--- config.mk ---
export PLATFORM = sky130hd
export DESIGN_NAME = coeff_store
export DESIGN_NICKNAME = d
export VERILOG_FILES = /design/src/poly_pkg.sv /design/src/coeff_store.sv
export SDC_FILE = /design/constraint.sdc
export NUM_CORES = 2
export LEC_CHECK = 0
export BUFFER_PORTS_ARGS = -buffer_cell sky130_fd_sc_hd__buf_2
export CAP_MARGIN = 20
export CORE_ASPECT_RATIO = 0.75
export CORE_MARGIN = 1
export CORE_UTILIZATION = 35
export DETAILED_ROUTE_END_ITERATION = 8
export SLEW_MARGIN = 20
export SYNTH_ARGS = -nofsm -noshare
export SYNTH_HDL_FRONTEND = slang
export SYNTH_SLANG_ARGS = --single-unit
--- constraint.sdc ---
create_clock -name clk -period 2.24 [get_ports clk]
set_clock_uncertainty 0.15 [all_clocks]
set_input_delay 0.336 -clock clk [delete_from_list [all_inputs] [get_ports clk]]
set_output_delay 0.336 -clock clk [all_outputs]
set_load 0.01 [all_outputs]
--- src/poly_pkg.sv ---
`default_nettype none

package poly_pkg;

	// ====================
	// sizes
	// ====================

	localparam int BUF_DEPTH  = 1024;             // sample buffer words
	localparam int BUF_AW     = 10;
	localparam int NUM_VECS   = 8;                // coefficient vectors
	localparam int VEC_AW     = 3;
	localparam int MAX_COEFFS = 16;               // per vector
	localparam int IDX_W      = 4;                // coeff index inside a vector
	localparam int S_AW       = VEC_AW + IDX_W;   // {vec, idx}, 7 bits
	localparam int LEN_W      = 5;                // N can be 0..16
	localparam int CNT_W      = 5;                // b
	localparam int DATA_W     = 16;               // x and c_i
	localparam int ACC_W      = 32;

	// ====================
	// host side records
	// ====================

	// one batch command, 18 bits
	typedef struct packed {
		logic [VEC_AW-1:0] vec;    // A
		logic [CNT_W-1:0]  count;  // b
		logic [BUF_AW-1:0] base;   // first sample address
	} evb_cmd_t;

	typedef struct packed {
		logic              en;
		logic [BUF_AW-1:0] addr;
		logic [DATA_W-1:0] data;
	} sample_wr_t;

	typedef struct packed {
		logic              en;
		logic [VEC_AW-1:0] vec;
		logic [IDX_W-1:0]  idx;
		logic [DATA_W-1:0] data;
	} coeff_wr_t;

	typedef struct packed {
		logic              en;
		logic [VEC_AW-1:0] vec;
		logic [LEN_W-1:0]  len;
	} len_wr_t;

	typedef struct packed {
		logic ovf;    // some step lost bits above 32
		logic empty;  // N was zero
	} evp_status_t;

	typedef struct packed {
		logic [ACC_W-1:0] value;
		evp_status_t      status;
		logic [CNT_W-1:0] idx;     // position in batch
		logic             last;
	} evp_result_t;

	// ====================
	// state machines
	// ====================

	typedef enum logic [1:0] {
		EVB_IDLE,
		EVB_START_EVP,
		EVB_WAIT_EVP,
		EVB_HOLD_RES
	} evb_state_t;

	typedef enum logic [2:0] {
		EVP_IDLE,
		EVP_RD_LEN,
		EVP_LOAD,
		EVP_STEP,
		EVP_DONE
	} evp_state_t;

endpackage

`default_nettype wire

--- src/coeff_store.sv ---
`default_nettype none
`timescale 1ns/100ps

// S RAM (coefficients) and N RAM (vector lengths)
module coeff_store (
	input  logic                         clk,
	input  logic                         rst,
	input  poly_pkg::coeff_wr_t          coeff_wr,
	input  poly_pkg::len_wr_t            len_wr,
	input  logic                         len_rd_en,
	input  logic [poly_pkg::VEC_AW-1:0]  len_vec,
	output logic [poly_pkg::LEN_W-1:0]   len,
	input  logic                         s_rd_en,
	input  logic [poly_pkg::S_AW-1:0]    s_addr,
	output logic [poly_pkg::DATA_W-1:0]  s_data
);

	// S RAM is addressed {vec, idx}
	logic [poly_pkg::DATA_W-1:0] s_mem [poly_pkg::NUM_VECS * poly_pkg::MAX_COEFFS];
	logic [poly_pkg::LEN_W-1:0]  n_mem [poly_pkg::NUM_VECS];

	// ====================
	// S RAM
	// ====================

	always_ff @(posedge clk)
	begin
		if (coeff_wr.en)
		begin
			s_mem[{coeff_wr.vec, coeff_wr.idx}] <= coeff_wr.data;
		end
		if (s_rd_en)
		begin
			s_data <= s_mem[s_addr];  // one cycle latency
		end
	end

	// ====================
	// N RAM
	// ====================

	// cleared on reset, unloaded vectors read back as N = 0
	always_ff @(posedge clk or negedge rst)
	begin
		if (!rst)
		begin
			for (int i = 0; i < poly_pkg::NUM_VECS; i++)
			begin
				n_mem[i] <= '0;
			end
			len <= '0;
		end
		else
		begin
			if (len_wr.en)
			begin
				n_mem[len_wr.vec] <= len_wr.len;
			end
			if (len_rd_en)
			begin
				len <= n_mem[len_vec];
			end
		end
	end

	// host must never load a vector longer than the S RAM row
	a_len_range: assert property (@(posedge clk) disable iff (!rst)
		len_wr.en |-> (len_wr.len <= poly_pkg::LEN_W'(poly_pkg::MAX_COEFFS)));

endmodule

`default_nettype wire

Yosys cells after proc, flatten, opt, wreduce, memory -nomap -nowiden
Memories as Yosys holds them, arrays and structs flattened. A register that Yosys moved wholly into a read port is not among the register bits.
Cells that the tools add are included.
{"block": "totals", "mem_count": 1, "ramBits": 2048, "inputBits": 47, "register_bits": 45, "word_cells": 24, "out_inout_bits": 21}
{"block": "op_classes", "n_bitwise": 2, "n_mux": 8, "n_reduce_logical": 1, "order_cmp": 3}
{"memory": "s_mem", "words": 128, "word_bits": 16, "rd": 1, "rd_clocked_by_memory_dff": 1, "wr": 1, "line": "coeff_store.sv:19", "source": "logic [poly_pkg::DATA_W-1:0] s_mem [poly_pkg::NUM_VECS * poly_pkg::MAX_COEFFS];"}
{"operator": "$bwmux 40", "count": 1}
{"operator": "$bmux 5 s3", "count": 1}
{"operator": "$demux 5 s3", "count": 1}
{"operator": "$mux 5", "count": 3}
{"operator": "$ge 4x4->1 const B", "count": 2}
{"operator": "$not 3->4", "count": 2}
{"operator": "$lt 4x1->1 const B", "count": 1}
{"operator": "$mux 1", "count": 2}
{"operator": "$logic_and 1x1->1", "count": 1}

Logic depth before layout (Yosys ltp)
{"block": "depth", "depth_word": 6, "depth_mapped": 7, "depth_no_buf": 4}

Worst setup path after synthesis
Ideal clock, no wire load.
{"block": "synth_path", "path_kind": "input port to flip-flop", "startpoint": "input s_addr[0] (netlist bit)", "endpoint": "register s_data[0] (netlist bit), read port of s_mem, data pin", "setup_ns": 0.260, "path_buffers": 2, "arrival_ns": 2.694, "path_slack_ns": -0.863, "cell_stages": 6, "required_ns": 1.830, "cell_sequence": "buf_2 -> clkbuf_1 -> mux4_2 -> mux4_2 -> mux4_2 -> mux2_2"}
{"element": "start, declared", "line": "coeff_store.sv:14", "source": "input logic [poly_pkg::S_AW-1:0] s_addr,"}
{"element": "end, declared", "line": "coeff_store.sv:15", "source": "output logic [poly_pkg::DATA_W-1:0] s_data"}

==> run metrics <==
Slew HR=0.374; initial core utilization=0.352; min-delay src=s_addr[5]; kind of capture point of the worst setup path=register; vias in the first global route=37.5k; Hold Path Class=primary input to register; post-synth top area share=0.768; crit path setup slack, layout=-0.560 ns; Finish-stage setup viols=16; cell-by-cell listing of the critical path=mux4_2 -> mux4_2 -> mux4_2 -> mux2_4; switching component of the power=~17,000 uW; global-route congestion overflow total=0; synthesis-to-finish area growth=20.3%; fin area=97,000 um^2; number of cells traversed by the worst register-to-register path=4; Synth Area per Inst=approximately 25 um^2; CTS root buf=sky130_fd_sc_hd__clkbuf_16; worst path buffer plus inverter count=0; Final Core Density=0.424; area of placed instances=about 90,000 um^2; Synth Area in Adders=0; CTS tree=built; internal power summed over all cells=approximately 65,000 uW; count of cell types in the netlist=20; number of stages on the worst setup path=4; number of flops mapped to enable cells by yosys=between 2k and 2.5k; worst-margin pin slew=0.939 ns; most instantiated cells after synthesis=sky130_fd_sc_hd__edfxtp_1, sky130_fd_sc_hd__mux4_2, sky130_fd_sc_hd__nor2_1; CTS H-tree lvls=4; most repeated cell in the gate-level netlist after synthesis=sky130_fd_sc_hd__edfxtp_1; relative contribution of sequential cells to total power=0.536; post-route minimum period=around 2.8 ns; DRC marker count from the first detailed-route iteration=~4.6k; Worst Setup EP=s_data[14]; top achievable clock speed=around 0.36 GHz; number of max-slew violations in the final report=0; die outline width=around 560 um; critical path's largest stage delay=about 0.63 ns; setup slack on the worst flop-to-flop path=-0.56 ns; pin count of the biggest net entering global routing=about 130; global-route wire length before repair=between 200,000 and 300,000 um; ranking of synthesized cells by area=sky130_fd_sc_hd__edfxtp_1, sky130_fd_sc_hd__mux4_2, sky130_fd_sc_hd__dfrtp_1; arrival time reported for the critical path endpoint=3.23 ns; timing startpoint of the critical path=s_mem[37][14]; Sw Share=0.211; portion of the clock cycle consumed by the worst path in the final layout=1.25; height of the die=418 um; row count=between 150 and 200; portion of total power attributed to combinational logic=0.063; XOR/XNOR Fraction of Synth Area=0; worst-case vdd ir drop=0.609 mV; endpoints failing hold=0; global router's overall resource usage=0.180; launch instance of the worst register-to-register path=s_mem[37][14]; number of warnings issued by yosys=0; core area=229,000 um^2; largest buffer count on any clock path=4; number of routed nets with antenna violations=0; total DRC errors in the routed layout=0; Num CTS Buffers=199; Post-synth ARST share=0.0213; Clock power frac=0.402; Die Footprint=232,000 um^2; setup repair after global routing missed its margin=yes; critical path required time=around 2.7 ns; number of nets in the finished design=around 3.8k; number of nets in the synthesized netlist=3,257; largest family of logic cells by synthesized area=multiplexers; clock slew seen by the registers of the worst setup and hold paths=roughly 0.070 ns; Setup Crit Path Kind=register to register; crit-path most repeated cell=sky130_fd_sc_hd__mux4_2; Compound-Gate Fraction of Synth Area=0.000310; largest area contributor in the netlist=sky130_fd_sc_hd__edfxtp_1; status=finished, violations left; synthesized instance count=3,210; proportion of synthesized chip area in sequential cells=0.782; peak fanout along the critical path=1; family with the most delay on the worst path=multiplexers; simple-gate portion of the synthesized area=0.00971; initial antenna violation count=27; first-pass iteration count of the detailed router=5; via count=37.5k; share of synthesized area spent on multiplexers=0.199; top_reg_cell synth=sky130_fd_sc_hd__edfxtp_1; Port Buffers=between 60 and 70; summed instance area of the synthesized netlist=just over 80,000 um^2; WL final=about 210,000 um; static leakage=roughly 0.03 uW; final RePlAce weighted congestion=a little under 0.8; post-detail-place hpwl=approximately 130,000 um; reported max-cap violation count=0; capture instance of the worst register-to-register path=s_data[14]; number of clock sinks=~2.1k; Ports=slightly below 70; failing checks=negative setup slack; Power Total=approximately 82,000 uW; count of state elements after synthesis=about 2.1k; average wire per cell in the routed design=30.0 um; setup slack at placement=-1.38 ns; critical path startpoint category=register; clock latency on the worst-skew pair=around 0.85 ns; CP max-delay cell=sky130_fd_sc_hd__mux4_2; PD cells=roughly 840 nW/um^2; layout cells sized above 1=0.402; via count normalized by instance count=approximately 5.4
-- per-layer routing --
metal  up-vias  track usage  wire [um]
met3       266       0.0592      22900
met4         6       0.0441       5070
li1      15000            -          -
met1     20500        0.262      89400
met5         -            0         33
met2      1670        0.259      91500
-- timing repair --
item                                   CTS  global route
setup endpoints to repair               16            16
endpoints found under the hold margin  961             0
setup buffers                            0             5
cloned                                   0             0
gates resized for setup                 14             3
hold buffers                            35             0
-- cell usage in the layout, fill, tap and decap left out, types with 3 or more instances in the layout --
cell	instances
sky130_fd_sc_hd__nand2_1	15
sky130_fd_sc_hd__nor3_2	9
sky130_fd_sc_hd__nand2b_1	3
sky130_fd_sc_hd__buf_2	47
sky130_fd_sc_hd__nand4b_1	3
sky130_fd_sc_hd__nor2b_1	7
sky130_fd_sc_hd__dlygate4sd3_1	35
sky130_fd_sc_hd__bufinv_16	18
sky130_fd_sc_hd__clkinvlp_4	3
sky130_fd_sc_hd__clkbuf_1	53
sky130_fd_sc_hd__buf_12	230
sky130_fd_sc_hd__mux2i_1	5
sky130_fd_sc_hd__diode_2	3
sky130_fd_sc_hd__nor2_2	90
sky130_fd_sc_hd__nor2_1	22
sky130_fd_sc_hd__mux2_4	15
sky130_fd_sc_hd__nand4_1	4
sky130_fd_sc_hd__clkinv_2	29
sky130_fd_sc_hd__clkbuf_16	202
sky130_fd_sc_hd__dfrtp_1	45
sky130_fd_sc_hd__clkinv_1	47
sky130_fd_sc_hd__inv_6	3
sky130_fd_sc_hd__a21oi_1	5
sky130_fd_sc_hd__nor2_4	15
sky130_fd_sc_hd__buf_4	166
sky130_fd_sc_hd__mux2_2	41
sky130_fd_sc_hd__edfxtp_1	2064
sky130_fd_sc_hd__buf_8	3
sky130_fd_sc_hd__nand3_1	10
sky130_fd_sc_hd__mux4_2	682
-- final cells by class --
type                       instances  area, um^2
tap                             3080        3850
timing repair buffer             484        6550
fill                           19500      132000
clock buffer                     255        5250
clock inverter                   103         943
antenna                            3        7.51
sequential                      2109       63100
multi-input combinational        933       17300
-- worst register-to-register path: stages, from the launching register on --
cell	delay, ns
sky130_fd_sc_hd__edfxtp_1	0.35
sky130_fd_sc_hd__mux4_2	0.50
sky130_fd_sc_hd__mux4_2	0.63
sky130_fd_sc_hd__mux4_2	0.62
sky130_fd_sc_hd__mux2_4	0.30
-- sequential cells by signal, indices dropped and copies added, names as in the netlist --
register	cells
len	5
s_data	16
n_mem	40
s_mem	2048
-- metrics by stage --
step                setup TNS (ns)  instances  hold WS (ns)
detailed placement          -19.39       6566         0.298
CTS                          -8.00       6959       0.00105
floorplan                   -57.71       3210        -0.110
finish                       -8.03       6967        0.0680
global route                 -8.66       6965        0.0335
global placement            -19.38       6566         0.290
-- how the worst min path moves through the flow --
stage                endpoint  slack [ns]  depth (start not counted)
global route           len[0]        0.03                          4
detailed placement     len[2]        0.30                          2
floorplan              len[0]       -0.11                          0
finish              s_data[0]        0.07                          3
global placement       len[3]        0.29                          2
CTS                    len[0]       0.001                          4
-- power groups by stage --
stage               Combinational, uW  Sequential (uW)  Clock, uW
floorplan                        2550            44600          0
detailed placement               5020            44700          0
global route                     5390            43800      34900
global placement                 4960            44700          0
finish                           5120            43800      32800
CTS                              5120            43800      33400
-- cells by family (layout without fill, tap and decap cells) --
| group | Yosys count | after routing |
|---|---|---|
| flip-flops | 2109 | 2109 |
| multiplexers | 743 | 743 |
| AND/OR/NAND/NOR | 185 | 185 |
| buffers and inverters | 168 | 842 |
| AO/OA/AOI/OAI | 5 | 5 |
| other | 0 | 3 |
No activity file was read; power rests on OpenSTA's default activity.
