### src/poly_pkg.sv
`default_nettype none

package poly_pkg;

	// ====================
	// sizes
	// ====================

	localparam int BUF_DEPTH  = 1024;             // sample buffer words
	localparam int BUF_AW     = 10;
	localparam int NUM_VECS   = 8;                // coefficient vectors
	localparam int VEC_AW     = 3;
	localparam int MAX_COEFFS = 16;               // per vector
	localparam int IDX_W      = 4;                // coeff index inside a vector
	localparam int S_AW       = VEC_AW + IDX_W;   // {vec, idx}, 7 bits
	localparam int LEN_W      = 5;                // N can be 0..16
	localparam int CNT_W      = 5;                // b
	localparam int DATA_W     = 16;               // x and c_i
	localparam int ACC_W      = 32;

	// ====================
	// host side records
	// ====================

	// one batch command, 18 bits
	typedef struct packed {
		logic [VEC_AW-1:0] vec;    // A
		logic [CNT_W-1:0]  count;  // b
		logic [BUF_AW-1:0] base;   // first sample address
	} evb_cmd_t;

	typedef struct packed {
		logic              en;
		logic [BUF_AW-1:0] addr;
		logic [DATA_W-1:0] data;
	} sample_wr_t;

	typedef struct packed {
		logic              en;
		logic [VEC_AW-1:0] vec;
		logic [IDX_W-1:0]  idx;
		logic [DATA_W-1:0] data;
	} coeff_wr_t;

	typedef struct packed {
		logic              en;
		logic [VEC_AW-1:0] vec;
		logic [LEN_W-1:0]  len;
	} len_wr_t;

	typedef struct packed {
		logic ovf;    // some step lost bits above 32
		logic empty;  // N was zero
	} evp_status_t;

	typedef struct packed {
		logic [ACC_W-1:0] value;
		evp_status_t      status;
		logic [CNT_W-1:0] idx;     // position in batch
		logic             last;
	} evp_result_t;

	// ====================
	// state machines
	// ====================

	typedef enum logic [1:0] {
		EVB_IDLE,
		EVB_START_EVP,
		EVB_WAIT_EVP,
		EVB_HOLD_RES
	} evb_state_t;

	typedef enum logic [2:0] {
		EVP_IDLE,
		EVP_RD_LEN,
		EVP_LOAD,
		EVP_STEP,
		EVP_DONE
	} evp_state_t;

endpackage

`default_nettype wire

### src/horner_evp.sv
`default_nettype none
`timescale 1ns/100ps

// single polynomial evaluation, Horner's rule
// start -> done takes N+3 cycles (3 when N = 0)
module horner_evp (
	input  logic                         clk,
	input  logic                         rst,
	input  logic                         start,
	input  logic [poly_pkg::VEC_AW-1:0]  vec,
	input  logic [poly_pkg::BUF_AW-1:0]  x_addr,
	output logic                         x_rd_en,
	output logic [poly_pkg::BUF_AW-1:0]  x_rd_addr,
	input  logic [poly_pkg::DATA_W-1:0]  x_data,
	output logic                         len_rd_en,
	output logic [poly_pkg::VEC_AW-1:0]  len_vec,
	input  logic [poly_pkg::LEN_W-1:0]   len,
	output logic                         s_rd_en,
	output logic [poly_pkg::S_AW-1:0]    s_addr,
	input  logic [poly_pkg::DATA_W-1:0]  s_data,
	output logic                         done,
	output logic [poly_pkg::ACC_W-1:0]   value,
	output poly_pkg::evp_status_t        status
);

	poly_pkg::evp_state_t state;

	logic [poly_pkg::VEC_AW-1:0] vec_q;   // vector under evaluation
	logic [poly_pkg::DATA_W-1:0] x_q;
	logic [poly_pkg::IDX_W-1:0]  cidx;    // next coefficient to read
	logic [poly_pkg::LEN_W-1:0]  left;    // steps still to run
	logic [poly_pkg::ACC_W-1:0]  acc;
	logic                        ovf;     // sticky over the evaluation
	logic                        empty;
	logic [poly_pkg::ACC_W+poly_pkg::DATA_W:0] step_full;  // acc*x + c at full width

	// ====================
	// memory requests
	// ====================

	// N and x both fetched in the start cycle
	assign x_rd_en   = start && (state == poly_pkg::EVP_IDLE);
	assign x_rd_addr = x_addr;
	assign len_rd_en = x_rd_en;
	assign len_vec   = vec;

	// first read in LOAD, then one per STEP except the last
	assign s_rd_en = ((state == poly_pkg::EVP_LOAD) && (left != '0)) ||
		((state == poly_pkg::EVP_STEP) && (left > 1));
	assign s_addr  = {vec_q, cidx};

	// ====================
	// datapath
	// ====================

	assign step_full = acc * x_q + s_data;

	assign done   = (state == poly_pkg::EVP_DONE);
	assign value  = acc;
	assign status = '{ovf: ovf, empty: empty};

	always_ff @(posedge clk or negedge rst)
	begin
		if (!rst)
		begin
			state <= poly_pkg::EVP_IDLE;
			left  <= '0;
			acc   <= '0;
			ovf   <= 1'b0;
			empty <= 1'b0;
		end
		else
		begin
			case (state)
				poly_pkg::EVP_IDLE:
				begin
					if (start)
					begin
						state <= poly_pkg::EVP_RD_LEN;
					end
				end
				poly_pkg::EVP_RD_LEN:  // N and x on the RAM outputs now
				begin
					left  <= len;
					empty <= (len == '0);
					acc   <= '0;
					ovf   <= 1'b0;
					state <= poly_pkg::EVP_LOAD;
				end
				poly_pkg::EVP_LOAD:
				begin
					state <= (left == '0) ? poly_pkg::EVP_DONE : poly_pkg::EVP_STEP;
				end
				poly_pkg::EVP_STEP:
				begin
					acc  <= step_full[poly_pkg::ACC_W-1:0];  // wraps mod 2^32
					ovf  <= ovf | (|step_full[poly_pkg::ACC_W+poly_pkg::DATA_W:poly_pkg::ACC_W]);
					left <= left - 1'b1;
					if (left == 1)
					begin
						state <= poly_pkg::EVP_DONE;
					end
				end
				poly_pkg::EVP_DONE:
				begin
					state <= poly_pkg::EVP_IDLE;  // done is high for this one cycle
				end
				default:
				begin
					state <= poly_pkg::EVP_IDLE;
				end
			endcase
		end
	end

	// operand registers and coefficient index
	always_ff @(posedge clk)
	begin
		if (x_rd_en)
		begin
			vec_q <= vec;
		end
		if (state == poly_pkg::EVP_RD_LEN)
		begin
			x_q  <= x_data;
			cidx <= len[poly_pkg::IDX_W-1:0] - 1'b1;  // start at c_{N-1}
		end
		else if (s_rd_en)
		begin
			cidx <= cidx - 1'b1;
		end
	end

	// sequencer may only launch into an idle engine
	a_start_idle: assert property (@(posedge clk) disable iff (!rst)
		start |-> (state == poly_pkg::EVP_IDLE));

	// N read back must fit one S RAM row
	a_len_max: assert property (@(posedge clk) disable iff (!rst)
		(state == poly_pkg::EVP_RD_LEN) |-> (len <= poly_pkg::LEN_W'(poly_pkg::MAX_COEFFS)));

endmodule

`default_nettype wire

### config.mk
export PLATFORM = sky130hd
export DESIGN_NAME = horner_evp
export DESIGN_NICKNAME = d
export VERILOG_FILES = /design/src/poly_pkg.sv /design/src/horner_evp.sv
export SDC_FILE = /design/constraint.sdc
export NUM_CORES = 1
export LEC_CHECK = 0
export BUFFER_PORTS_ARGS = -buffer_cell sky130_fd_sc_hd__buf_4
export CAP_MARGIN = 10
export CORE_ASPECT_RATIO = 0.5
export CORE_UTILIZATION = 50
export DETAILED_ROUTE_END_ITERATION = 16
export PLACE_DENSITY_LB_ADDON = 0.25
export SYNTH_ARGS = -nofsm -noshare
export SYNTH_HDL_FRONTEND = slang
export SYNTH_SLANG_ARGS = --single-unit
### constraint.sdc
create_clock -name clk -period 6 [get_ports clk]
set_input_delay 1.2 -clock clk [delete_from_list [all_inputs] [get_ports clk]]
set_output_delay 1.2 -clock clk [all_outputs]
set_load 0.02 [all_outputs]
* Word-level counts from Yosys, hierarchy flattened
Cells that the tools add are included.
Word-level totals: register bits after elaboration 65, bits in latches 0, memory bits (writable) 0, memory bits (read-only) 0, bits of input ports 53, output and inout port bits 58, word-level logic and storage cells 43, memories 0
Cells by class: add/subtract/negate cells 4, multipliers 1, divide/modulo/power cells 0, magnitude comparators 1, equal/unequal tests 7, shifts and indexed selects 0, muxes and demuxes 9, bitwise operators 1, reduce and logical (&&, ||, !) cells 12
Operators with widths (count):
- $pmux W32 S2 | 1
- $add A48 B16 Y49 | 1
- $mul A32 B16 Y48 | 1
- $reduce_or A17 Y1 | 1
- $pmux W3 S4 | 1
- $logic_not A5 Y1 | 2
- $pmux W5 S2 | 1
- $mux W3 | 3
- $mux W4 | 2
- $sub A4 B1 Y4 const B | 2
- $eq A3 B2 Y1 const B | 2
- $eq A5 B1 Y1 const B | 1
- $gt A5 B1 Y1 const B | 1
- $reduce_bool A5 Y1 | 1
- $sub A5 B1 Y5 const B | 1
- $reduce_bool A2 Y1 | 2
- $eq A3 B1 Y1 const B | 1
- $eq A3 B3 Y1 const B | 1
- $logic_and A1 B1 Y1 | 3
- $logic_not A3 Y1 | 1
- $ne A2 B1 Y1 const B | 1
- $ne A2 B2 Y1 const B | 1
- $pmux W1 S2 | 1
- $reduce_and A2 Y1 | 1
- other kinds (2) | 2

* Depth between registers and ports, before layout
depth after elaboration 5, mapped depth 25, gate-level depth less buffers 24

* Worst setup path after synthesis
Ideal clock, no wire load.
path kind flip-flop to flip-flop, from register acc, in the netlist value[7], to register ovf, setup time 0.130 ns, data arrival time 6.436 ns, data required time 5.870 ns, path slack -0.565 ns, cell stages (with the launch flop) 26, buffers on the path 2, period minus slack after synthesis 6.565 ns, path through dfrtp_1 clkbuf_1 nand2_1 fa_1 inv_1 fa_1 inv_1 fa_1 inv_1 fa_1 fa_1 inv_1 fa_1 inv_1 ha_1 buf_2 a21oi_1 o21ai_0 a41oi_1 a21oi_1 a2111oi_2 nor2_1 xor2_1 or4_4 nor4_2 a31oi_1
Between the ends: longest elaborated chain between the ends 5
Ends and longest elaborated chain:
- start: declaration | RTL line horner_evp.sv:32 | logic [poly_pkg::ACC_W-1:0] acc;
- start signal: assignment | RTL line horner_evp.sv:96 | acc <= step_full[poly_pkg::ACC_W-1:0];
- $mul A32 B16 Y48 | RTL line horner_evp.sv:56 | assign step_full = acc * x_q + s_data;
- $add A48 B16 Y49 | RTL line horner_evp.sv:56
- $reduce_or A17 Y1 | RTL line horner_evp.sv:97 | ovf <= ovf | (|step_full[poly_pkg::ACC_W+poly_pkg::DATA_W:poly_pkg::ACC_W]);
- $or A1 B1 Y1 | RTL line horner_evp.sv:97
- $pmux W1 S2 | RTL line horner_evp.sv:74 | case (state)
- end signal: assignment | RTL line horner_evp.sv:97
- end: declaration | RTL line horner_evp.sv:33 | logic ovf;
No other way between the ends. A chain may end at the register's enable or synchronous reset.

* Final worst setup path
from register x_q[5] (netlist bit), to register ovf
Between the ends: longest elaborated chain between the ends 5
Ends and longest elaborated chain:
- start: declaration | RTL line horner_evp.sv:29 | logic [poly_pkg::DATA_W-1:0] x_q;
- start signal: assignment | RTL line horner_evp.sv:125 | x_q <= x_data;
- $mul A32 B16 Y48 | RTL line horner_evp.sv:56
- $add A48 B16 Y49 | RTL line horner_evp.sv:56
- $reduce_or A17 Y1 | RTL line horner_evp.sv:97
- $or A1 B1 Y1 | RTL line horner_evp.sv:97
- $pmux W1 S2 | RTL line horner_evp.sv:74
No other way between the ends.

==> results.md <==
* First-pass GRT wire length at 88.5 mm
* Failing checks: negative setup slack
* Starting DRT DRC Count at 982
* RR Endpoint: ovf
* Final setup vio count at 8
* Synthesis-to-layout area growth at 21.4%
* Hold Crit Class: flip-flop to flip-flop
* Crit path kind: flip-flop to flip-flop
* Post-route clock period utilization at 110%
* Count of pins over their slew limit at 0
* Largest net degree at the start of global routing at 43
* Initial antenna violation count at 1
* Crit path capture type: flip-flop
* Horiz. Die Dim at between 200 and 300 um
* Initial core utilization at roughly 51%
* Critical Path End: ovf
* Worst Reg-to-Reg Cells at 25
* Max H-tree Level at 3
* F_max at 152 MHz
* Drt pass-1 iters at 5
* Util after Layout at slightly above 60%
* Layout cells sized above 1 at approximately a fifth
* Worst-Margin Slew at about 1100 ps
* I/O pin count at roughly 110
* CP max stage delay at between 500 and 600 ps
* Core footprint at roughly 39000 sq um
* Outcome: complete, but fails checks
* Ys Warns at 0
* Worst Slack Setup Final at -581 ps
* Sum Neg Setup Slack at -1680 ps
* Bufs on Longest Clock Path at 2
* Synth Register Bits at 65
* RR Startpoint: x_q[5]
* EDFF count, synth at 23
* Clock Skew at ~21 ps
* CP Data Arrival Time at 6840 ps
* Max Fanout on Critical Path at 6
* Cell variety after synth at a little under 60
* Fin Hold WS at between 400 and 500 ps
* Post-route minimum period at 6580 ps
* Max-slew headroom at 29.8%
* # DRC at 0
* Port Buffer Count at 90
* CTS Sinks at between 60 and 70
* Ys flop type: dfrtp_1
* Via density per instance at 5.18
* CTS tree: built
* Stages on worst setup path at 25
* Most frequent CP cell: fa_1
* Die ar. at 41200 sq um
* Startpoint types: flip-flop
* Average wire per cell in the routed design at roughly 18 um
* Worst slack, placed at -778 ps
* Detail Route Antenna Nets at 0
* Clock transition at path regs at 80 ps
* Die Height at 144 um
* Total gr overflow at 0
* R2R setup slack at -580 ps
* Cells after synthesis at 2300
* Root Driver: clkbuf_16
* Gr usage total at between 20 and 30%
* Ys async rst share at between 60% and 70%
* RSZ-0062 raised after global routing: true
* Final nets at about 3200
* Synthesized cell area at around 20000 sq um
* Cts bufs inserted at 9
* Rows at a little over 50
* Largest delay share family, worst path: adder cells
* Antenna diode count at 0
* Critical path buffers and inverters at 7
* Vias in the first global route at ~17000
* Detailed Place HPWL at ~45 mm
* Mapped Nets at ~3000
* Final hold vios at 0
* CP max stage cell: edfxtp_1
* Critical path launch point: x_q[5]
* GPL Wtd Cong at approximately 0.94
* Worst skew pair latency at approximately 370 ps
* Commonest non-fill, non-tap cell in the layout: inv_1
* Register area share after synthesis at 8.63%
* Most frequent cells in the layout: inv_1 (545), fa_1 (430), buf_4 (337)
* WP data required at roughly 6300 ps
* Max cap viols at 0
* Final WL at about 55 mm
* Via count at around 16000
* Mean Syn Cell Area at around 8.8 sq um
## worst min-delay path by stage
stage	start	to	slack (ps)	depth (start not counted)
2_1_floorplan	empty	empty	450	2
3_3_place_gp	empty	empty	460	2
3_5_place_dp	empty	empty	470	2
4_1_cts	empty	empty	490	2
5_1_grt	empty	empty	540	2
6_report	empty	empty	490	2
## flip-flops by register name, summed over array words and instances, names as in the netlist
signal	count
state	3
cidx	4
empty	1
ovf	1
left	5
x_q	16
vec_q	3
value	32
## tightest hold or removal path, stage by stage, from the launching register on
cell and delay (ps):
dfrtp_1 350, nand2_1 50, o31ai_1 50
## logic make-up (layout without fill, tap and decap cells)
logic type               Yosys count  in the layout  synth area share [%]
flip-flops                        65             65                  8.63
adder cells (fa/ha/maj)          580            580                  52.1
AO/OA/AOI/OAI                    211            211                  6.54
XOR/XNOR                          39             39                  1.69
multiplexers                       6              6                 0.297
buffers and inverters            680            951                  13.0
AND/OR/NAND/NOR                  719            719                  17.8
## metal layers
| metal | track usage (%) | part of all wire, % | up-vias | wire, um |
|---|---|---|---|---|
| met5 | 0 | 0 | - | 0 |
| met4 | 7.35 | 2.3 | 0 | 1250 |
| met3 | 3.52 | 4.8 | 75 | 2600 |
| met2 | 45.8 | 48 | 408 | 26200 |
| met1 | 38.7 | 45 | 8228 | 24600 |
| li1 | - | - | 7344 | - |
## synth_stat cells (23+ instances only)
cell type / number / area, sq um
inv_1: 554 / 2080
fa_1: 435 / 8710
nand2_1: 327 / 1230
and2_1: 278 / 1740
ha_1: 145 / 1810
clkbuf_1: 106 / 398
a21oi_1: 58 / 290
o21ai_0: 58 / 290
dfrtp_1: 42 / 1050
nor2_1: 33 / 124
nand3_1: 24 / 120
edfxtp_1: 23 / 691
## metrics by stage
step | instance area (sq um) | instances
global placement | 23300 | 3061
floorplan | 20300 | 2300
detailed placement | 23300 | 3061
global route | 24500 | 3101
finish | 24500 | 3101
CTS | 24000 | 3090
## repair_timing
| action | in CTS | in global routing |
|---|---|---|
| buffers inserted | 12 | 12 |
| gates cloned | 1 | 0 |
| hold endpoints to repair | 0 | 0 |
| resized for setup | 63 | 108 |
| hold buffers | 0 | 0 |
| pin swaps | 35 | 58 |
| endpoints found under the setup margin | 12 | 16 |
## layout make-up
class / instances / area (sq um)
clock buffers: 10 / 250
multi-input cells: 1555 / 16500
repair buffers: 381 / 3190
flip-flops and latches: 65 / 1780
inverters: 554 / 2080
fillers: 3373 / 14800
well taps: 530 / 663
clock inverters: 6 / 47.5
Power is left out: the tool's default activity adds up to more than one toggle a clock period on the data nets, which glitch-free logic cannot reach.
