## config.mk

```make
export PLATFORM = sky130hd
export DESIGN_NAME = evb_sequencer
export DESIGN_NICKNAME = d
export VERILOG_FILES = /design/src/poly_pkg.sv /design/src/evb_sequencer.sv
export SDC_FILE = /design/constraint.sdc
export NUM_CORES = 1
export LEC_CHECK = 0
export ABC_AREA = 1
export ABC_CLOCK_PERIOD_IN_PS = 2200
export BUFFER_PORTS_ARGS = -buffer_cell sky130_fd_sc_hd__buf_2
export CAP_MARGIN = 10
export CELL_PAD_IN_SITES_DETAIL_PLACEMENT = 1
export CELL_PAD_IN_SITES_GLOBAL_PLACEMENT = 1
export CORE_MARGIN = 8
export CORE_UTILIZATION = 36
export CTS_CLUSTER_DIAMETER = 120
export CTS_CLUSTER_SIZE = 30
export DETAILED_ROUTE_END_ITERATION = 12
export MAX_ROUTING_LAYER = met4
export PLACE_DENSITY = 0.81
export REMOVE_ABC_BUFFERS = 1
export SLEW_MARGIN = 15
export SYNTH_ARGS = -nofsm -noshare
export SYNTH_HDL_FRONTEND = slang
export SYNTH_SLANG_ARGS = --single-unit
```

## constraint.sdc

```tcl
create_clock -name clk -period 2.2 [get_ports clk]
set_input_delay 0.22 -clock clk [delete_from_list [all_inputs] [get_ports clk]]
set_output_delay 0.22 -clock clk [all_outputs]
set_load 0.02 [all_outputs]
```

## src/poly_pkg.sv

```systemverilog
`default_nettype none

package poly_pkg;

	// ====================
	// sizes
	// ====================

	localparam int BUF_DEPTH  = 1024;             // sample buffer words
	localparam int BUF_AW     = 10;
	localparam int NUM_VECS   = 8;                // coefficient vectors
	localparam int VEC_AW     = 3;
	localparam int MAX_COEFFS = 16;               // per vector
	localparam int IDX_W      = 4;                // coeff index inside a vector
	localparam int S_AW       = VEC_AW + IDX_W;   // {vec, idx}, 7 bits
	localparam int LEN_W      = 5;                // N can be 0..16
	localparam int CNT_W      = 5;                // b
	localparam int DATA_W     = 16;               // x and c_i
	localparam int ACC_W      = 32;

	// ====================
	// host side records
	// ====================

	// one batch command, 18 bits
	typedef struct packed {
		logic [VEC_AW-1:0] vec;    // A
		logic [CNT_W-1:0]  count;  // b
		logic [BUF_AW-1:0] base;   // first sample address
	} evb_cmd_t;

	typedef struct packed {
		logic              en;
		logic [BUF_AW-1:0] addr;
		logic [DATA_W-1:0] data;
	} sample_wr_t;

	typedef struct packed {
		logic              en;
		logic [VEC_AW-1:0] vec;
		logic [IDX_W-1:0]  idx;
		logic [DATA_W-1:0] data;
	} coeff_wr_t;

	typedef struct packed {
		logic              en;
		logic [VEC_AW-1:0] vec;
		logic [LEN_W-1:0]  len;
	} len_wr_t;

	typedef struct packed {
		logic ovf;    // some step lost bits above 32
		logic empty;  // N was zero
	} evp_status_t;

	typedef struct packed {
		logic [ACC_W-1:0] value;
		evp_status_t      status;
		logic [CNT_W-1:0] idx;     // position in batch
		logic             last;
	} evp_result_t;

	// ====================
	// state machines
	// ====================

	typedef enum logic [1:0] {
		EVB_IDLE,
		EVB_START_EVP,
		EVB_WAIT_EVP,
		EVB_HOLD_RES
	} evb_state_t;

	typedef enum logic [2:0] {
		EVP_IDLE,
		EVP_RD_LEN,
		EVP_LOAD,
		EVP_STEP,
		EVP_DONE
	} evp_state_t;

endpackage

`default_nettype wire

```

## src/evb_sequencer.sv

```systemverilog
`default_nettype none
`timescale 1ns/100ps

// batch sequencer running b evaluations over consecutive samples
module evb_sequencer (
	input  logic                         clk,
	input  logic                         rst,
	input  poly_pkg::evb_cmd_t           cmd,
	input  logic                         cmd_valid,
	output logic                         cmd_ready,
	output logic                         evp_start,
	output logic [poly_pkg::VEC_AW-1:0]  evp_vec,
	output logic [poly_pkg::BUF_AW-1:0]  evp_addr,
	input  logic                         evp_done,
	input  logic [poly_pkg::ACC_W-1:0]   evp_value,
	input  poly_pkg::evp_status_t        evp_status,
	output poly_pkg::evp_result_t        res,
	output logic                         res_valid,
	input  logic                         res_ready
);

	poly_pkg::evb_state_t state;

	logic [poly_pkg::VEC_AW-1:0] vec_q;   // A
	logic [poly_pkg::CNT_W-1:0]  cnt_q;   // b
	logic [poly_pkg::BUF_AW-1:0] base_q;
	logic [poly_pkg::CNT_W-1:0]  idx_q;   // evaluation in progress
	logic                        last;
	poly_pkg::evp_result_t       res_q;

	assign last      = (idx_q == cnt_q - 1'b1);
	assign cmd_ready = (state == poly_pkg::EVB_IDLE);
	assign evp_start = (state == poly_pkg::EVB_START_EVP);  // one cycle
	assign evp_vec   = vec_q;
	// wraps past the end of the sample buffer
	assign evp_addr  = base_q + {{(poly_pkg::BUF_AW - poly_pkg::CNT_W){1'b0}}, idx_q};
	assign res       = res_q;
	assign res_valid = (state == poly_pkg::EVB_HOLD_RES);

	// ====================
	// control
	// ====================

	always_ff @(posedge clk or negedge rst)
	begin
		if (!rst)
		begin
			state <= poly_pkg::EVB_IDLE;
			cnt_q <= '0;
			idx_q <= '0;
		end
		else
		begin
			case (state)
				poly_pkg::EVB_IDLE:
				begin
					if (cmd_valid)
					begin
						cnt_q <= cmd.count;
						idx_q <= '0;
						if (cmd.count != '0)  // b = 0 just stays idle
						begin
							state <= poly_pkg::EVB_START_EVP;
						end
					end
				end
				poly_pkg::EVB_START_EVP: state <= poly_pkg::EVB_WAIT_EVP;
				poly_pkg::EVB_WAIT_EVP:
				begin
					if (evp_done)
					begin
						state <= poly_pkg::EVB_HOLD_RES;
					end
				end
				poly_pkg::EVB_HOLD_RES:  // wait for the consumer
				begin
					if (res_ready)
					begin
						if (res_q.last)
						begin
							state <= poly_pkg::EVB_IDLE;
						end
						else
						begin
							idx_q <= idx_q + 1'b1;
							state <= poly_pkg::EVB_START_EVP;
						end
					end
				end
				default: state <= poly_pkg::EVB_IDLE;
			endcase
		end
	end

	// ====================
	// payload
	// ====================

	always_ff @(posedge clk)
	begin
		if (cmd_valid && cmd_ready)
		begin
			vec_q  <= cmd.vec;
			base_q <= cmd.base;
		end
		if ((state == poly_pkg::EVB_WAIT_EVP) && evp_done)
		begin
			res_q <= '{value: evp_value, status: evp_status, idx: idx_q, last: last};
		end
	end

	// a done outside WAIT_EVP would be lost
	a_done_expected: assert property (@(posedge clk) disable iff (!rst)
		evp_done |-> (state == poly_pkg::EVB_WAIT_EVP));

endmodule

`default_nettype wire

```

* Word-level counts from Yosys, hierarchy flattened
Index checks and enable logic that the tools add are counted.
** Word-level totals
- Flip-flop bits (word level) :: 65
- Input bits :: 57
- Output and inout bits :: 56
** Operators by class
- $add $sub $neg :: 3
- Equality and inequality tests :: 9
- Mux-type cells :: 10
- Reduce and logical (&&, ||, !) cells :: 8
** Operator list (number)
- $mux 5 :: 3
- $add 10x5->10 :: 1
- $pmux 5 s2 :: 1
- $mux 2 :: 4
- $pmux 2 s4 :: 1
- $reduce_and 4->1 :: 2
- $ne 2x2->1 const B :: 3
- $add 5x1->5 const B :: 1
- $eq 5x5->1 :: 1
- $reduce_bool 5->1 :: 1
- $sub 5x1->5 const B :: 1
- $eq 2x2->1 const B :: 2
- $ne 2x1->1 const B :: 2
- $eq 2x1->1 const B :: 1
- $logic_and 1x1->1 :: 2
- $logic_not 2->1 :: 1
- $reduce_and 2->1 :: 1
- $reduce_bool 2->1 :: 1
- $mux 1 :: 1

* Depth between registers and ports, before layout
Gate-level depths: netlist of the first run.
- Word-level depth :: 4
- Depth in mapped cells :: 9

* Worst setup path after synthesis of the first run
OpenSTA, ideal clock, no wires.
- Path kind :: reg2out
- Start :: register idx_q[0] (netlist name)
- End :: output evp_addr[4] (netlist name)
- Arrival :: 1694 ps
- Data required time :: 1980 ps
- Slack :: 286 ps
- Stages on the path, launching flop included :: 7
- Path buffers :: 0
- Path through :: dfrtp_1 -> ha_1 -> inv_1 -> fa_1 -> nand3b_1 -> nand2_1 -> xor2_1
** On the way
- Word-level cells in the longest chain between the ends :: 1
** Ends and longest elaborated chain
- from (decl) :: RTL line evb_sequencer.sv:27 : logic [poly_pkg::CNT_W-1:0] idx_q;
- from (signal assigned) :: RTL line evb_sequencer.sv:85 : idx_q <= idx_q + 1'b1;
- $add 10x5->10 :: RTL line evb_sequencer.sv:36 : assign evp_addr = base_q + {{(poly_pkg::BUF_AW - poly_pkg::CNT_W){1'b0}}, idx_q};
- to (decl) :: RTL line evb_sequencer.sv:13 : output logic [poly_pkg::BUF_AW-1:0] evp_addr,
Every way passes these cells.

* Final worst setup path of the first run
- Start :: register base_q[0] (netlist name)
- End :: output evp_addr[8] (netlist name)
** On the way
- Word-level cells in the longest chain between the ends :: 1
** Ends and longest elaborated chain
- from (decl) :: RTL line evb_sequencer.sv:26 : logic [poly_pkg::BUF_AW-1:0] base_q;
- from (signal assigned) :: RTL line evb_sequencer.sv:104 : base_q <= cmd.base;
- $add 10x5->10 :: RTL line evb_sequencer.sv:36
Every way passes these cells.

==> results of run 1 <==
[worst register-to-register path, stage by stage, from the launching register on]
cell and delay (ps):
dfrtp_1 440, inv_1 140, ha_1 220, nand2_1 140, inv_1 110, buf_4 240
[power by group through the flow]
stage	clock network [mW]	registers, mW	logic (mW)
after detailed placement	0	1.79	1.47
final	0.986	1.77	1.52
after CTS	1.02	1.77	1.51
after global placement	0	1.77	1.43
after global routing	1.07	1.80	1.70
after floorplan	0	1.94	0.812
[worst paths after layout]
path / cells after the start / from / slack, ps / endpoint
setup / recovery: 10 / base_q[0] / -4 / evp_addr[8]
min in group asynchronous: 2 / rst / 300 / cnt_q[0]
setup reg to reg: 5 / state[0] / 600 / base_q[7]
hold / removal: 1 / evp_value[26] / 50 / res[34]
hold reg to reg: 0 / idx_q[1] / 540 / res[2]
max in group asynchronous: 2 / rst / 1660 / idx_q[4]
[what timing repair did]
action | CTS | global route
endpoints found under the setup margin | 3 | 6
pin swaps | 2 | 6
resized for setup | 8 | 11
hold buffers | 1 | 0
endpoints found under the hold margin | 12 | 0
setup buffers | 2 | 2
[cell usage in the layout, fill, tap and decap left out, drive strengths merged]
cell type and n:
xor2 5, nand3 20, nand2 68, ha 11, a21oi 2, buf 123
inv 34, edfxtp 53, dfrtp 12, clkinvlp 2, nand4 5, clkinv 4
or2 1, dlygate4sd3 1, o21ai 10, o21bai 1, clkbuf 9, fa 1
nand3b 2, nor2 11, xnor2 4, bufinv 1
[state kept, by name (all words and copies together), names as in the netlist]
register and cells:
evp_vec 3, base_q 10, idx_q 5, state 2, res 40, cnt_q 5
[stage by stage]
stage	setup TNS, ps	instance area [um2]	power [mW]
global route	-208.4	3854	4.559
finish	-4.447	3854	4.272
detailed placement	0	3541	3.266
CTS	-0.2984	3790	4.305
global placement	0	3541	3.197
floorplan	0	2788	2.748
[logic make-up (layout without fill, tap and decap cells)]
logic type / count (synthesis) / count (layout) / share of synthesized area, %
DFF: 65 / 65 / 67.62
AOI/OAI and AO/OA: 13 / 13 / 2.684
adders and majority gates: 12 / 12 / 5.635
buffers and inverters: 36 / 174 / 4.919
xor gates and xnor gates: 9 / 9 / 2.817
and+or+nand+nor: 107 / 107 / 16.32
[metal layers]
layer	routed length [um]	share of wire, %	GRT usage, %	vias to the layer above
met2	4094	55	25.76	46
met1	2973	40	14.35	1060
met3	217	2.9	3.284	10
met5	0	0	-	-
met4	155	2.1	5.584	0
li1	-	-	-	1071
[final cells by class]
| class | count | area share, % |
|---|---|---|
| Timing Repair Buffer | 124 | 17.66 |
| Tap cell | 102 | 3.312 |
| Clock inverter | 7 | 1.851 |
| Multi-Input combinational cell | 141 | 21.56 |
| Sequential cell | 65 | 49.09 |
| Inverter | 34 | 3.312 |
| Clock buffer | 9 | 3.214 |
==> flow_metrics.tcl, run 1 <==
set metrics [dict create \
    yosysMostFrequentCell "nand2_1" \
    whs_ps 53.73 \
    multi_input_area_um2 830.8 \
    hold_viol_final 0 \
    antenna_found_initial 0 \
    yosysTopAreaCell "edfxtp_1" \
    critPathLaunchType "flop" \
    post-place-cells 461 \
    initial_core_util_pct 36.58 \
    grt_pass1_wl_um 11850 \
    utilization_pct 50.39 \
    drive_gt1_share_pct 40.79 \
    cp-end-kind "output pin" \
    period_needed_ps 2204 \
    worstPathMaxFanout 3 \
    syn_area_um2 2798 \
    dieArea_um2 10850 \
    drc_errors 0 \
    pin_count 113 \
    n_antenna_cell 0 \
    drt_iter0_drc 52 \
    power.density_nw_per_um2 1108 \
    area_growth_pct 37.75 \
    cts-root-buf "clkbuf_8" \
    cpLargestDelayFamily "simple AND/OR/NAND/NOR gates" \
    cts_tree "built" \
    synth-main-ff-cell "edfxtp_1" \
    clockBufferDepth 2 \
    fin_skew_ps 8.357 \
    rsz0062_at_grt "yes" \
    max_cap_viol_count 0 \
    die_w_um 104.2 \
    relSlewSlack_pct 74.94 \
    async_flop_share_pct 18.46 \
    p_int_mw 2.701 \
    vias 2187 \
    max_freq_ghz 0.4536 \
    avgSynthCellArea_um2 11.56 \
    ys_top_cells_by_area "edfxtp_1, dfrtp_1, nand2_1, ha_1, inv_1" \
    syn_inst 242 \
    insertion_delay_ps 340 \
    grt_pass1_vias 2445 \
    critPathKind "reg -> out" \
    min_period_over_period_pct 100.2 \
    cts_made_buffers 9 \
    overflow 0 \
    rows 32 \
    ys_seq_area_share_pct 67.62 \
    critPathMaxStageDelay_ps 390 \
    clk_pin_slew_ps 80 \
    ys_ff_latch 65 \
    fillers 879 \
    dp_hpwl_um 5840 \
    core-area_um2 7647 \
    crit_slowest_cell "edfxtp_1" \
    preCtsSetupSlack_ps 187.1 \
    switchingPower_mw 1.571 \
    stdcell_count 482 \
    die_h_um 104.2 \
    worstMarginPinSlew_ps 375.9 \
    ant_nets 0 \
    setup_ws_ps -4.447 \
    nNetsFinal 444 \
    synth-edff-count 53 \
    hp-class "in -> reg" \
    ys_warn_count 0 \
    drv_slew 0 \
    crit_chain "ha_4, inv_2, fa_2, nand3b_1, nand2_2, nand2_2, nand2_2, nand2_2, nand2_2, buf_6" \
    leakage_nw 1.821 \
    wl_per_cell_um 15.44 \
    combPwrFrac_pct 35.5 \
    numPortBuffers 112 \
    status "complete, but fails checks" \
    vdd.ir_drop.worst_mv 0.6609 \
    cts.sinks 65 \
    dr.pass1.iters 2 \
    grt_usage_pct 14.15 \
    regArea_um2 1892 \
    yosysUniqueCellTypes 20 \
    pwr-share-seq_pct 41.5 \
    failed_checks "negative setup slack" \
    swShare_pct 36.77 \
    finalSetupViolCount 1 \
    clkPwrFrac_pct 23.1 \
    crit_required_ps 1980 \
    htree_levels 3 \
    cp_num_buf_inv 2 \
    worst_path_most_repeated_cell "nand2_2" \
    arrival_ps 1980 \
    routed_wl_um 7441 \
    yosysTopAreaCellShare_pct 56.89 \
    ys_top_cells_by_count "nand2_1, edfxtp_1, inv_1, nand3_1, dfrtp_1" \
    viasPerCell 4.537 \
    grt_max_degree 41 \
    place.gp.congestion 0.7585 \
]
Note: power is estimated with default switching activity, not from simulation.
==> inputs of run 2 (changes only) <==
Settings changed: REMOVE_ABC_BUFFERS 1 to unset.
==> run 2 against run 1 <==
Against the previous run:
- the flow now finishes without violations
- via count shrank 0.14%
- total power shrank 3.6%
- wire length grew 1.1%
- largest cell class unchanged
- sequential share of layout area grew 0.83 points
- critical path type unchanged
- clock skew grew 1.2 ps
- global-route usage shrank 0.089 points
- non-clock buffer count shrank 3
==> flow_metrics.tcl, run 2 (same netlist as run 1, synthesis figures left out) <==
set metrics [dict create \
    crit_slowest_cell "dfrtp_1" \
    initial_core_util_pct 36.58 \
    vias 2184 \
    die_h_um 104.2 \
    place.gp.congestion 0.7987 \
    wl_met1_um 2792 \
    worstMarginPinSlew_ps 497.2 \
    syn-num-nets 311 \
    fin_skew_ps 9.530 \
    drc_errors 0 \
    die_w_um 104.2 \
    rows 32 \
    grt_max_degree 41 \
    insertion_delay_ps 340 \
    preCtsSetupSlack_ps 206.1 \
    critPathKind "reg -> out" \
    drv_slew 0 \
    multi_input_area_um2 834.6 \
    grt_pass1_wl_um 11560 \
    core-area_um2 7647 \
    layout_commonest_cell "buf_2" \
    dr.pass1.iters 4 \
    cts-root-buf "clkbuf_8" \
    power.density_nw_per_um2 1087 \
    leakage_nw 1.789 \
    largest_reg_flops 40 \
    viasPerCell 4.559 \
    max_freq_ghz 0.4673 \
    critPathLaunchType "flop" \
    n_antenna_cell 0 \
    dr_wl_met3_um 284 \
    total_power_mw 4.120 \
    fillers 890 \
    finalSetupViolCount 0 \
    grt_usage_pct 14.06 \
    htree_levels 3 \
    tns_ps 0 \
    routed_wl_um 7520 \
    max_cap_viol_count 0 \
    regArea_um2 1892 \
    period_needed_ps 2140 \
    setup_ws_ps 60.20 \
    worstPathMaxFanout 3 \
    dp_hpwl_um 6067 \
    grt_pass1_vias 2349 \
    numPortBuffers 112 \
    hold_viol_final 0 \
    relSlewSlack_pct 66.86 \
    cts_tree "built" \
    wl_per_cell_um 15.70 \
    ant_nets 0 \
    drt_iter0_drc 110 \
    nNetsFinal 441 \
    drive_gt1_share_pct 40.32 \
    top_layer_used "met4" \
    overflow 0 \
    met2_length_um 4330 \
    worst_path_most_repeated_cell "nand2_2" \
    clockBufferDepth 2 \
    cts.sinks 65 \
    antenna_found_initial 0 \
    vdd.ir_drop.worst_mv 0.6842 \
    status "finished clean" \
    layout_common_cells "buf_2, nand2_1, edfxtp_1" \
    area_growth_pct 35.46 \
    pin_count 113 \
    crit_chain "ha_4, inv_2, fa_2, nand3b_1, nand2_2, nand2_2, nand2_1, nand2_1, nand2_2, buf_6" \
    rsz0062_at_grt "yes" \
    cts_made_buffers 9 \
    clk_pin_slew_ps 80 \
    hp-class "in -> reg" \
    design_area_um2 3790 \
    min_period_over_period_pct 97.26 \
    crit_required_ps 1980 \
    dieArea_um2 10850 \
    utilization_pct 49.56 \
    cp-end-kind "output pin" \
    arrival_ps 1920 \
    critPathMaxStageDelay_ps 400 \
    placed_cell_area_um2 3528 \
]
==> run 2: cell types whose count changed in the layout (fill, tap and decap cells not counted), sizes merged <==
cell / change
inv: +1
buf: -3
clkinv: -2
clkbuf: +2
bufinv: -1
==> run 2: per-stage QoR <==
step / hold slack [ps] / instances
3_3_place_gp: 116.6 / 461
4_1_cts: 30.46 / 478
5_1_grt: 23.43 / 479
6_report: 49.84 / 479
3_5_place_dp: 125.7 / 461
2_1_floorplan: -75.59 / 242
==> run 2: cell type report <==
type	instances	area share (%)
Sequential cell	65	49.92
Multi-Input combinational cell	141	22.02
Timing Repair Buffer	121	16.97
Clock buffer	11	3.466
Inverter	34	3.367
Tap cell	102	3.367
Clock inverter	5	0.8914
==> run 2: worst paths after layout <==
| path | from | to | depth (start not counted) | slack, ps |
|---|---|---|---|---|
| max | idx_q[0] | evp_addr[8] | 10 | 60 |
| min in group asynchronous | rst | cnt_q[2] | 2 | 320 |
| min | evp_status[0] | res[6] | 1 | 50 |
| max reg2reg | state[0] | res[1] | 5 | 600 |
| min reg2reg | idx_q[1] | res[2] | 0 | 530 |
| max in group asynchronous | rst | idx_q[0] | 2 | 1650 |
==> run 2: layer usage <==
layer	up-vias	GRT usage, %
li1	1064	-
met1	1061	13.44
met2	50	26.12
met3	9	3.965
met4	0	5.377
met5	-	-
==> run 2: repair_timing <==
item	CTS	global route
endpoints found under the hold margin	12	0
hold buffers	1	0
pin swaps	1	1
setup buffers	0	1
resized for setup	6	14
endpoints found under the setup margin	3	5
==> run 2: worst max-delay path, delay by kind of cell, from the launching register on <==
family,cells,cell delay [ps]
buffers and inverters,2,150
adder cells (fa/ha/maj),2,500
flip-flops,1,400
AND/OR/NAND/NOR,6,540
==> run 2: power by group <==
group / internal (mW) / switching (mW) / leakage, nW
Sequential: 1.63 / 0.136 / 0.644
Clock: 0.409 / 0.448 / 0.0797
Combinational: 0.520 / 0.975 / 1.07
